==> src/rtl/CpuPkg.sv <==
package CpuPkg;

    // --------------------------------------
    // Major opcodes
    // --------------------------------------
    typedef enum logic [6:0] {
        OpReg    = 7'b0110011,
        OpImm    = 7'b0010011,
        OpLui    = 7'b0110111,
        OpLoad   = 7'b0000011,
        OpStore  = 7'b0100011,
        OpBranch = 7'b1100011,
        OpJal    = 7'b1101111,
        OpJalr   = 7'b1100111
    } Opcode;

    typedef enum logic [3:0] {
        AluAdd, AluSub, AluAnd, AluOr, AluXor, AluSlt, AluSltu, AluPassB
    } AluOp;

    // --------------------------------------
    // Instruction formats
    // --------------------------------------
    typedef struct packed {
        logic [6:0] funct7;
        logic [4:0] rs2;
        logic [4:0] rs1;
        logic [2:0] funct3;
        logic [4:0] rd;
        logic [6:0] opcode;
    } InstR;

    typedef struct packed {
        logic [11:0] imm;
        logic [4:0]  rs1;
        logic [2:0]  funct3;
        logic [4:0]  rd;
        logic [6:0]  opcode;
    } InstI;

    typedef struct packed {
        logic [6:0] immHi; // imm[11:5]
        logic [4:0] rs2;
        logic [4:0] rs1;
        logic [2:0] funct3;
        logic [4:0] immLo; // imm[4:0]
        logic [6:0] opcode;
    } InstS;

    typedef struct packed {
        logic       imm12;
        logic [5:0] immHi; // imm[10:5]
        logic [4:0] rs2;
        logic [4:0] rs1;
        logic [2:0] funct3;
        logic [3:0] immLo; // imm[4:1]
        logic       imm11;
        logic [6:0] opcode;
    } InstB;

    typedef struct packed {
        logic [19:0] imm; // Upper 20 bits
        logic [4:0]  rd;
        logic [6:0]  opcode;
    } InstU;

    typedef struct packed {
        logic       imm20;
        logic [9:0] immLo;  // imm[10:1]
        logic       imm11;
        logic [7:0] immMid; // imm[19:12]
        logic [4:0] rd;
        logic [6:0] opcode;
    } InstJ;

    // One fetched word, six views
    typedef union packed {
        InstR r;
        InstI i;
        InstS s;
        InstB b;
        InstU u;
        InstJ j;
    } Inst;

    typedef struct packed {
        logic [4:0]  rs1;
        logic [4:0]  rs2;
        logic [4:0]  rd;
        logic [31:0] imm; // Sign extended
    } DecodedInst;

    // --------------------------------------
    // Datapath selects and buses
    // --------------------------------------
    typedef enum logic [1:0] {OpASelReg, OpASelPc, OpASelZero} OperandASel;
    typedef enum logic {OpBSelReg, OpBSelImm} OperandBSel;
    typedef enum logic [1:0] {WbSelAlu, WbSelMem, WbSelPc4} WbSel;
    typedef enum logic [1:0] {PcSelNext, PcSelBranch, PcSelJalr} PcSel;

    typedef struct packed {
        AluOp       aluOp;
        OperandASel operandASel;
        OperandBSel operandBSel;
        WbSel       wbSel;
        PcSel       pcSel;
        logic       regWrEnable;
        logic       memWrEnable;
    } DatapathCtrl;

    typedef struct packed {
        logic [31:0] addr;
        logic [31:0] wrData;
        logic        wrEnable;
    } DataBusReq;

endpackage

==> src/rtl/ProgramMemory.sv <==
`timescale 1ns/1ns

module ProgramMemory #(
    parameter PROG_ADDR_BITS = 6
) (
    input  logic                      i_Clock,
    input  logic                      i_WrEnable, // Load port
    input  logic [PROG_ADDR_BITS-1:0] i_WrAddr,   // Word address
    input  logic [31:0]               i_WrData,
    input  logic [31:0]               i_Addr,     // Byte address from PC
    output CpuPkg::Inst               o_Inst
);

    logic [31:0] mem [2**PROG_ADDR_BITS];

    always_ff @(posedge i_Clock) begin
        if (i_WrEnable)
            mem[i_WrAddr] <= i_WrData;
    end

    // Upper PC bits dropped so fetch wraps
    assign o_Inst = mem[i_Addr[PROG_ADDR_BITS+1:2]];

endmodule

==> config.mk <==
export PLATFORM = sky130hd
export DESIGN_NAME = ProgramMemory
export DESIGN_NICKNAME = d
export VERILOG_FILES = /design/src/rtl/CpuPkg.sv /design/src/rtl/ProgramMemory.sv
export SDC_FILE = /design/constraint.sdc
export NUM_CORES = 2
export LEC_CHECK = 0
export ABC_AREA = 1
export BUFFER_PORTS_ARGS = -buffer_cell sky130_fd_sc_hd__buf_2
export CAP_MARGIN = 30
export CELL_PAD_IN_SITES_DETAIL_PLACEMENT = 1
export CELL_PAD_IN_SITES_GLOBAL_PLACEMENT = 1
export CORE_ASPECT_RATIO = 1.1
export CORE_MARGIN = 2
export CORE_UTILIZATION = 35
export DETAILED_ROUTE_END_ITERATION = 7
export GPL_TIMING_DRIVEN = 0
export MAX_ROUTING_LAYER = met4
export PLACE_DENSITY_LB_ADDON = 0.1
export SYNTH_ARGS = -nofsm -noshare
export SYNTH_HDL_FRONTEND = slang
export SYNTH_SLANG_ARGS = --single-unit
==> constraint.sdc <==
create_clock -name i_Clock -period 5.69 [get_ports i_Clock]
set_input_delay 0.2845 -clock i_Clock [delete_from_list [all_inputs] [get_ports i_Clock]]
set_output_delay 0.2845 -clock i_Clock [all_outputs]
set_load 0.01 [all_outputs]
After elaboration in Yosys (flattened, before gate mapping)
Memories as Yosys holds them, arrays and structs flattened. Cells that the tools add are included.

Multiplexer cells: 2.

Operator list (count): two-way mux 1 bit (2).

Logic and storage cells: 3. Output and inout bits: 32. Bits in writable memories: 2048. Register bits: 0. Memories kept: 1.

Memories: mem (depth 64, bits a word 32, rd ports 1, clocked after memory_dff 0, wr ports 1, RTL line ProgramMemory.sv:14) `logic [31:0] mem [2**PROG_ADDR_BITS];`.

Logic depth before layout (Yosys ltp)
Word-level depth: 2. Gate-level depth with buffers: 13.

Least setup slack after synthesis
OpenSTA, ideal clock, no wires.

Kind: in2reg. From: in i_WrEnable. To: mem mem[48][0] (enable). Stages on the path: 3. Path slack: 1.276 ns. Library setup time: 0.502 ns. Arrival time: 3.912 ns. Buffers on the path: 1. Required time: 5.188 ns. Cell sequence: clkbuf_1 nand4_1 nor4_1.

Word-level cells in the longest chain between the ends: 2.

RTL lines: start: declaration (RTL line ProgramMemory.sv:7) `input logic i_WrEnable,`; two-way mux 1 bit (RTL line ProgramMemory.sv:17) `if (i_WrEnable)`; two-way mux 1 bit (not written as such) (RTL line ProgramMemory.sv:18) `mem[i_WrAddr] <= i_WrData;`; end: declaration (RTL line ProgramMemory.sv:14).

No other way between the ends.

==> run summary <==
Worst setup startpoint: i_Addr[4]
Average vias per placed instance: 5.73
Final period demand of the worst path: 4.31 ns
Outcome: completed
First-pass DRT Iterations: 8
RSZ-0062 raised after global routing: false
Post-detailed-route DRC marker count: 0
Placed Instance Area: 0.0905 mm2
Via count of the first global-routing pass: 58570
Proportion of netlist area held by the largest area contributor: 74.9%
Combined area of the multi-input logic cells: 0.0188 mm2
Post-synthesis cell area: 0.0821 mm2
Part of the Yosys area used for sequential elements: 74.9%
Total routed wirelength: 385 mm
Synth top cells by count: sky130_fd_sc_hd__nand2_1, sky130_fd_sc_hd__edfxtp_1, sky130_fd_sc_hd__nand3_1
Register with the most flip-flops: mem
Cell types with the largest area share after synthesis: sky130_fd_sc_hd__edfxtp_1, sky130_fd_sc_hd__nand3_1, sky130_fd_sc_hd__nand2_1, sky130_fd_sc_hd__buf_2, sky130_fd_sc_hd__buf_4
Number of antenna violations at the first check in global routing: 32
Maximum vdd ir drop: 0.289 mV
Global-route wire length before repair: 513 mm
Hold WS: 0.0682 ns
Final design instance area without fill: 0.0976 mm2
CTS tree: done
Syn_nets: 6809
Layout overhead on the synthesized area: 18.8%
Flip-flop count of the largest register after layout: 2048
Element type at the critical path end: output pin
Hold Fails Final Rpt: 0
HPWL after detailed placement: 273 mm
Die footprint: 0.238 mm2
Buffer levels on the longest clock path: 3
Global-route usage over all layers: 32.7%
Post-synth cell types: 15
Count of cells resized by post-cts repair: 0
# Max-Cap Violations: 0
Area of the core region: 0.233 mm2
Biggest area consumer among synthesized cells: sky130_fd_sc_hd__edfxtp_1
Worst path required time: 5.41 ns
Fin util: 41.8%
Yosys synthesis warning count: 0
Syn Area/Cell: 12.2 um2
Main flop type after synthesis: sky130_fd_sc_hd__edfxtp_1
Filler cell count in the final layout: 24378
Setup TNS: 0 ns
Total gr overflow: 0
Launching element type of the critical path: primary input
Largest net degree at the start of global routing: 65
Setup slack of the critical path after layout: 1.38 ns
Max-slew headroom at the worst pin: 29.8%
Gpl congestion: 0.945
Root buffer cell: sky130_fd_sc_hd__clkbuf_16
Setup Slack @ Placement: 1.60 ns
Post-detailed-route count of antenna-violating nets: 0
Number of ports placed on the die boundary: 104
Number of endpoints failing setup at the final stage: 0
Die Wd: 466 um
Iteration-0 DRC Markers: 7831
Max-slew violation total from the final report: 0
Largest registers ranked by flip-flop count: mem: 2048 flops
Power density normalized to cell area: 342 mW/mm2
Reg clk slew, reported paths: 0.06 ns
Slew at the pin closest to its max-slew limit: 1.05 ns
Data arrival time at the worst-slack endpoint: 4.02 ns
Register Area: 0.0615 mm2
Async set-or-reset flop fraction in the synthesized netlist: 0%
Final period util: 75.7%
P_leak: 34.6 nW
Die span in y: 512 um
Layout cells sized above 1: 13.1%
Post-synthesis sequential element count: 2048
Number of placement rows: 186
Highest clock frequency the design can meet: 232 MHz
Sinks on the clock net: 2048
Wire length per cell: 36.4 um
Worst Path Class, Setup: in2out
TritonCTS buffer count: 217
Number of enable-type register cells in the synthesized netlist: 2048
Effective utilization at floorplan: 35.2%
Crit-path max FO: 11
Vias after detailed routing: 60608
Final-stage net count: 7347
Type of the tightest min-delay check: in2reg
Hold path start: i_WrData[29]
Total of buffers placed on input and output ports: 69
Synthesized instance count: 6737
Most used standard cell by instance count after synthesis: sky130_fd_sc_hd__nand2_1
CTS H-Tree Depth: 4
## cell type report
cell class / count / share of cell area, %
Tap cell: 3102 / 3.98
Inverter: 12 / 0.0487
Multi-Input combinational cell: 4228 / 19.2
Clock inverter: 119 / 0.989
Timing Repair Buffer: 319 / 4.44
Clock buffer: 273 / 5.89
Buffer: 449 / 2.31
Antenna cell: 24 / 0.0616
Sequential cell: 2048 / 63.0
## kinds of logic after synthesis
logic type / share of synthesized area, %
simple gates: 22.3
flops: 74.9
buf+inv: 2.80
## stage by stage
stage	total power, mW	std cells
after floorplan	18.1	6737
after global placement	19.6	9908
after detailed placement	19.7	10130
after CTS	33.5	10549
after global routing	34.1	10558
final	33.4	10574
## routing by layer
| metal | part of all wire [%] | routed length [um] | global-route usage, % | up-vias |
|---|---|---|---|---|
| li1 | - | - | - | 25177 |
| met1 | 40 | 155000 | 42.3 | 31858 |
| met2 | 47 | 181000 | 50.9 | 2873 |
| met3 | 7.1 | 27400 | 4.54 | 700 |
| met4 | 5.5 | 21300 | 15.3 | 0 |
| met5 | 0 | 0 | - | - |
## layout by cell type (no fill, tap or decap), drive strengths merged
cell type,count
buf,664
nor4,8
clkbuf,350
nand4,9
nor2,56
edfxtp,2048
dlygate4sd3,27
bufinv,15
nand2,2248
nand3,1907
diode,24
inv,18
clkinvlp,2
clkinv,96
## where the power goes
part	internal [mW]	switching (mW)	leakage [nW]
registers	16.7	0.0235	18.4
clock network	7.77	6.14	3.29
logic	0.595	2.18	12.8
## repair_timing
item | in CTS | in global routing
endpoints found under the hold margin | 733 | 0
hold buffers | 27 | 0
setup buffers | 0 | 0
endpoints found under the setup margin | 0 | 0
## worst max-delay path, cell delays in order
cell	delay, ns
sky130_fd_sc_hd__buf_2	0.21
sky130_fd_sc_hd__inv_1	0.20
sky130_fd_sc_hd__buf_2	0.62
sky130_fd_sc_hd__clkbuf_1	0.84
sky130_fd_sc_hd__nand3_1	0.26
sky130_fd_sc_hd__nand3_1	0.28
sky130_fd_sc_hd__nand3_1	0.28
sky130_fd_sc_hd__nand2_1	0.40
sky130_fd_sc_hd__nand2_1	0.18
sky130_fd_sc_hd__nand2_1	0.25
sky130_fd_sc_hd__buf_2	0.18
## path summary, 6_finish.rpt
check | end | slack (ns) | cells past startpoint
setup / recovery | o_Inst[10] | 1.38 | 11
hold / removal | mem[12][29] | 0.07 | 1
(Power assumes the default switching activity.)
