$ cat config.mk
export PLATFORM = sky130hd
export DESIGN_NAME = DataMemory
export DESIGN_NICKNAME = d
export VERILOG_FILES = /design/src/rtl/CpuPkg.sv /design/src/rtl/DataMemory.sv
export SDC_FILE = /design/constraint.sdc
export NUM_CORES = 2
export LEC_CHECK = 0
export BUFFER_PORTS_ARGS = -buffer_cell sky130_fd_sc_hd__buf_2
export CAP_MARGIN = 25
export CORE_MARGIN = 1.5
export CORE_UTILIZATION = 55
export DETAILED_ROUTE_END_ITERATION = 8
export PLACE_DENSITY = 0.7
export SYNTH_ARGS = -nofsm -noshare
export SYNTH_HDL_FRONTEND = slang
export SYNTH_SLANG_ARGS = --single-unit
$ cat constraint.sdc
create_clock -name i_Clock -period 5.45 [get_ports i_Clock]
set_input_delay 1.09 -clock i_Clock [delete_from_list [all_inputs] [get_ports i_Clock]]
set_output_delay 1.09 -clock i_Clock [all_outputs]
set_load 0.1 [all_outputs]
$ cat src/rtl/CpuPkg.sv
package CpuPkg;

    // --------------------------------------
    // Major opcodes
    // --------------------------------------
    typedef enum logic [6:0] {
        OpReg    = 7'b0110011,
        OpImm    = 7'b0010011,
        OpLui    = 7'b0110111,
        OpLoad   = 7'b0000011,
        OpStore  = 7'b0100011,
        OpBranch = 7'b1100011,
        OpJal    = 7'b1101111,
        OpJalr   = 7'b1100111
    } Opcode;

    typedef enum logic [3:0] {
        AluAdd, AluSub, AluAnd, AluOr, AluXor, AluSlt, AluSltu, AluPassB
    } AluOp;

    // --------------------------------------
    // Instruction formats
    // --------------------------------------
    typedef struct packed {
        logic [6:0] funct7;
        logic [4:0] rs2;
        logic [4:0] rs1;
        logic [2:0] funct3;
        logic [4:0] rd;
        logic [6:0] opcode;
    } InstR;

    typedef struct packed {
        logic [11:0] imm;
        logic [4:0]  rs1;
        logic [2:0]  funct3;
        logic [4:0]  rd;
        logic [6:0]  opcode;
    } InstI;

    typedef struct packed {
        logic [6:0] immHi; // imm[11:5]
        logic [4:0] rs2;
        logic [4:0] rs1;
        logic [2:0] funct3;
        logic [4:0] immLo; // imm[4:0]
        logic [6:0] opcode;
    } InstS;

    typedef struct packed {
        logic       imm12;
        logic [5:0] immHi; // imm[10:5]
        logic [4:0] rs2;
        logic [4:0] rs1;
        logic [2:0] funct3;
        logic [3:0] immLo; // imm[4:1]
        logic       imm11;
        logic [6:0] opcode;
    } InstB;

    typedef struct packed {
        logic [19:0] imm; // Upper 20 bits
        logic [4:0]  rd;
        logic [6:0]  opcode;
    } InstU;

    typedef struct packed {
        logic       imm20;
        logic [9:0] immLo;  // imm[10:1]
        logic       imm11;
        logic [7:0] immMid; // imm[19:12]
        logic [4:0] rd;
        logic [6:0] opcode;
    } InstJ;

    // One fetched word, six views
    typedef union packed {
        InstR r;
        InstI i;
        InstS s;
        InstB b;
        InstU u;
        InstJ j;
    } Inst;

    typedef struct packed {
        logic [4:0]  rs1;
        logic [4:0]  rs2;
        logic [4:0]  rd;
        logic [31:0] imm; // Sign extended
    } DecodedInst;

    // --------------------------------------
    // Datapath selects and buses
    // --------------------------------------
    typedef enum logic [1:0] {OpASelReg, OpASelPc, OpASelZero} OperandASel;
    typedef enum logic {OpBSelReg, OpBSelImm} OperandBSel;
    typedef enum logic [1:0] {WbSelAlu, WbSelMem, WbSelPc4} WbSel;
    typedef enum logic [1:0] {PcSelNext, PcSelBranch, PcSelJalr} PcSel;

    typedef struct packed {
        AluOp       aluOp;
        OperandASel operandASel;
        OperandBSel operandBSel;
        WbSel       wbSel;
        PcSel       pcSel;
        logic       regWrEnable;
        logic       memWrEnable;
    } DatapathCtrl;

    typedef struct packed {
        logic [31:0] addr;
        logic [31:0] wrData;
        logic        wrEnable;
    } DataBusReq;

endpackage

$ cat src/rtl/DataMemory.sv
`timescale 1ns/1ns

module DataMemory #(
    parameter DATA_ADDR_BITS = 6
) (
    input  logic              i_Clock,
    input  CpuPkg::DataBusReq i_Req,
    output logic [31:0]       o_RdData
);

    logic [31:0]               mem [2**DATA_ADDR_BITS];
    logic [DATA_ADDR_BITS-1:0] wordAddr; // Byte offset dropped

    assign wordAddr = i_Req.addr[DATA_ADDR_BITS+1:2];

    // Clocked write
    always_ff @(posedge i_Clock) begin
        if (i_Req.wrEnable)
            mem[wordAddr] <= i_Req.wrData;
    end

    assign o_RdData = mem[wordAddr]; // Same cycle read

    // Only word stores exist
    assert property (@(posedge i_Clock) i_Req.wrEnable |-> i_Req.addr[1:0] == 2'b00)
        else $error("Misaligned store to %h", i_Req.addr);

endmodule

# --- Yosys cells after proc, flatten, opt, wreduce, memory -nomap -nowiden ---
# Memories as Yosys holds them, arrays and structs flattened.
# Index checks and enable logic that the tools add are counted.
totals:
  n_memories: 1
  register_bits: 0
  input_bits: 66
  elab_cells: 3
  mem_bits_rw: 2048
mem_list:
  columns: ["name", "depth", "width", "rd", "rd_ports_with_merged_regs", "wr", "line", "rtl"]
  rows:
  - ["mem", 64, 32, 1, 0, 1, "DataMemory.sv:11", "logic [31:0] mem [2**DATA_ADDR_BITS];"]
classes:
  n_mux: 2
op_table:
  columns: ["cell", "n"]
  rows:
  - ["2-to-1 mux 1 bit", 2]

# --- Depth between registers and ports, before layout ---
logic_depth:
  depth_word: 2
  ltp_mapped: 13
  depth_no_buf: 6

# --- Worst setup path before layout ---
# No wires, ideal clock.
synth_path:
  path_type: "input -> output"
  start: "input i_Req[37] (netlist name)"
  end: "output o_RdData[0]"
  cell_stages: 11
  n_path_buf: 6
  t_arrival_ns: 4.014
  setup_slack_ns: 0.346
  required_ns: 4.360
  cell_sequence: "buf_2 -> buf_2 -> buf_2 -> buf_2 -> buf_2 -> buf_2 -> mux4_2 -> nand2_1 -> nand3_1 -> a2111oi_0 -> nand4_1"
synth_between:
  elab_chain_cells: 1
synth_rtl:
  columns: ["element", "line", "rtl"]
  rows:
  - ["from (decl)", "DataMemory.sv:7", "input CpuPkg::DataBusReq i_Req,"]
  - ["memory (64 x 32 bit)", null, null]
  - ["to (decl)", "DataMemory.sv:8", "output logic [31:0] o_RdData"]
# No other way between the ends.

# --- Worst setup path after layout ---
layout_path:
  start: "input i_Req[37] (netlist name)"
  end: "output o_RdData[28]"
# Same word-level chain as after synthesis.

==> flow_metrics.env <==
export IMPL_dp_slack_ns=0.07887
export IMPL_fin_nets=4574
export IMPL_grt_antenna_before_repair=29
export IMPL_die_x_um=380.3
export IMPL_min_from="i_Req[31]"
export IMPL_largest_reg_flops=2048
export IMPL_fin_ws_ns=0.009523
export IMPL_grt_overflow_total=0
export IMPL_holdPathStages=1
export IMPL_grt_usage_pct=28.80
export IMPL_syn_avg_cell_area_um2=18.61
export IMPL_drc_errors=0
export IMPL_clock_path_buffers=3
export IMPL_final_common_cell="edfxtp_1"
export IMPL_swShare_pct=22.37
export IMPL_synthFlopType="edfxtp_1"
export IMPL_htree_levels=4
export IMPL_final_cells=6561
export IMPL_critPathRequiredTime_ns=4.36
export IMPL_cpMaxStageDelayCell="nor3_2"
export IMPL_finalPower_mw=32.76
export IMPL_die_area_um2=144600
export IMPL_p_int_mw=25.43
export IMPL_setup_viol=0
export IMPL_ys_seq_elements=2048
export IMPL_cts_tree="yes"
export IMPL_dpl_hpwl_um=120300
export IMPL_grt_max_degree=78
export IMPL_fin_area_um2=89770
export IMPL_ys_warn_count=0
export IMPL_worst_hold_path_type="primary input to flip-flop"
export IMPL_drtPass1Iterations=6
export IMPL_drv_cap=0
export IMPL_p_leak_nw=29.18
export IMPL_port_buffers=71
export IMPL_row_count=138
export IMPL_holdWs_ns=0.5945
export IMPL_utilization_pct=63.48
export IMPL_post_cts_buffers=0
export IMPL_final_cell_mix="edfxtp_1, buf_4, mux2i_1"
export IMPL_crit_path_frequent_cell="buf_4"
export IMPL_vias=43640
export IMPL_finalSetupTns_ns=0
export IMPL_top_register="mem"
export IMPL_cts_resized_gates=0
export IMPL_clock_sinks=2048
export IMPL_timing_final_hold_violations=0
export IMPL_numCtsBuffers=194
export IMPL_dpl_cell_count=6200
export IMPL_maxSlewHeadroom_pct=26.38
export IMPL_syn_nets=4273
export IMPL_postCtsHoldBufs=0
export IMPL_routed_wl_um=209400
export IMPL_largestRegisters="mem x2048"
export IMPL_clk_pin_slew_worst_paths_ns=0.06
export IMPL_powerDensity_nw_per_um2=365.0
export IMPL_fmax_ghz=0.1838
export IMPL_min_period_ns=5.440
export IMPL_ys_types=55
export IMPL_ios=98
export IMPL_die_y_um=380.3
export IMPL_synth_area_um2=78290
export IMPL_seqPwrFrac_pct=53.3
export IMPL_fin_crit_sh_pct=99.83
export IMPL_grt_pass1_wl_um=298500
export IMPL_worst_slew_pin_slew_ns=1.102
export IMPL_vias_per_cell=6.651
export IMPL_synthCells=4207
export IMPL_core_um2=141400
export IMPL_rsz0062_at_grt="no"
export IMPL_cts_root_buf="clkbuf_16"
export IMPL_grt_pass1_vias=42100
export IMPL_outcome="finished clean"
export IMPL_post_dp_cell_area_um2=83550
export IMPL_crit_path_max_fanout=42
export IMPL_async_reset_ff_share_pct=0
export IMPL_place_congestion=0.9158
export IMPL_crit_type="primary input to output port"
export IMPL_pwr_share_clk_pct=39.9
export IMPL_drv_slew=0
export IMPL_start_util_pct=55.36
export IMPL_final_antenna_net_count=0
export IMPL_arrival_ns=4.35
export IMPL_seq_area_frac_synth_pct=78.56
export IMPL_synth_edf_count=2048
export IMPL_area_growth_pct=14.66
export IMPL_crit_chain="buf_8, buf_12, nor3_2, buf_4, buf_4, a22oi_1, a31oi_1, a2111oi_2, buf_4, nand3_1, buf_2"
export IMPL_p_comb_share_pct=6.8
export IMPL_hold_path_end="mem[23][30]"
export IMPL_worst_ir_drop_vdd_uv=270.1
export IMPL_layout_drive_gt1_share_pct=21.54
export IMPL_wl_per_cell_um=31.91
export IMPL_drt_iter0_drc=5971
export IMPL_critPathMaxStageDelay_ns=0.78
export IMPL_crit_path_end_kind="output port"
export IMPL_cp_start_kind="primary input"
export IMPL_net_switching_power_mw=7.329
[cell usage after synthesis, types with 8 or more instances]
cell / count / share of area [%]
clkbuf_1: 168 / 0.81
nor4_1: 14 / 0.11
mux2i_1: 259 / 3.3
o22ai_1: 93 / 0.74
a221oi_1: 175 / 2.0
buf_1: 33 / 0.16
a211oi_1: 17 / 0.16
buf_2: 83 / 0.53
nor2b_1: 8 / 0.064
a21oi_1: 121 / 0.77
nand3_1: 54 / 0.35
nor2_1: 145 / 0.70
mux4_2: 96 / 2.8
a31oi_1: 43 / 0.34
o22a_1: 70 / 0.78
a221o_1: 15 / 0.19
edfxtp_1: 2048 / 79
a22oi_1: 188 / 1.8
o21ai_0: 84 / 0.54
mux2_2: 147 / 2.1
nand2_1: 28 / 0.13
nand2b_1: 18 / 0.14
a2111oi_0: 15 / 0.17
or4b_1: 14 / 0.18
or4_1: 15 / 0.14
nor3_1: 22 / 0.14
a22o_1: 66 / 0.74
buf_4: 8 / 0.077
a222oi_1: 16 / 0.20
o2bb2ai_1: 15 / 0.17
and3_1: 85 / 0.68
[worst max-delay path: cells and delay by family]
family | cells | cell delay [ns]
AND/OR/NAND/NOR | 2 | 1.02
buffers and inverters | 6 | 1.64
AO/OA/AOI/OAI | 3 | 0.51
[power by group through the flow]
stage                     logic [mW]  registers [mW]  clock network, mW
after floorplan                 1.13            17.8                  0
after global placement          2.16            17.8                  0
after detailed placement        2.19            17.8                  0
after CTS                       2.20            17.5               13.2
after global routing            2.31            17.5               13.8
final                           2.23            17.5               13.1
[area by class of cell]
class                   count  area [µm²]
flip-flops and latches   2048       61500
fillers                  9531       51650
multi-input cells        1859       16110
clock buffers             250        5171
repair buffers            403        3602
well taps                1890        2365
clock inverters           103       985.9
inverters                   2       15.01
diodes                      6       15.01
[worst max path at each step]
stage / start / end / slack (ns) / depth (start not counted)
2_1_floorplan: i_Req[37] / o_RdData[0] / 0.35 / 11
3_3_place_gp: i_Req[35] / o_RdData[6] / 0.09 / 10
3_5_place_dp: i_Req[37] / o_RdData[24] / 0.08 / 9
4_1_cts: i_Req[37] / o_RdData[24] / 0.02 / 9
5_1_grt: i_Req[35] / o_RdData[23] / 0.03 / 10
6_report: i_Req[37] / o_RdData[28] / 0.01 / 11
[cell families after synthesis]
kind of cell	count (synthesis)	share of synthesized area (%)
AOI/OAI and AO/OA	933	8.733
buffers and inverters	300	1.696
DFF	2048	78.56
muxes	502	8.188
and+or+nand+nor	424	2.829
[layer usage]
layer | track usage (%) | vias up | wire length [µm]
met2 | 44.47 | 2590 | 97520
met1 | 39.41 | 22400 | 78460
met5 | 0 | - | 218
met3 | 7.461 | 472 | 24310
met4 | 11.60 | 32 | 8876
li1 | - | 18150 | -
Power figures use the tool's default switching activity.
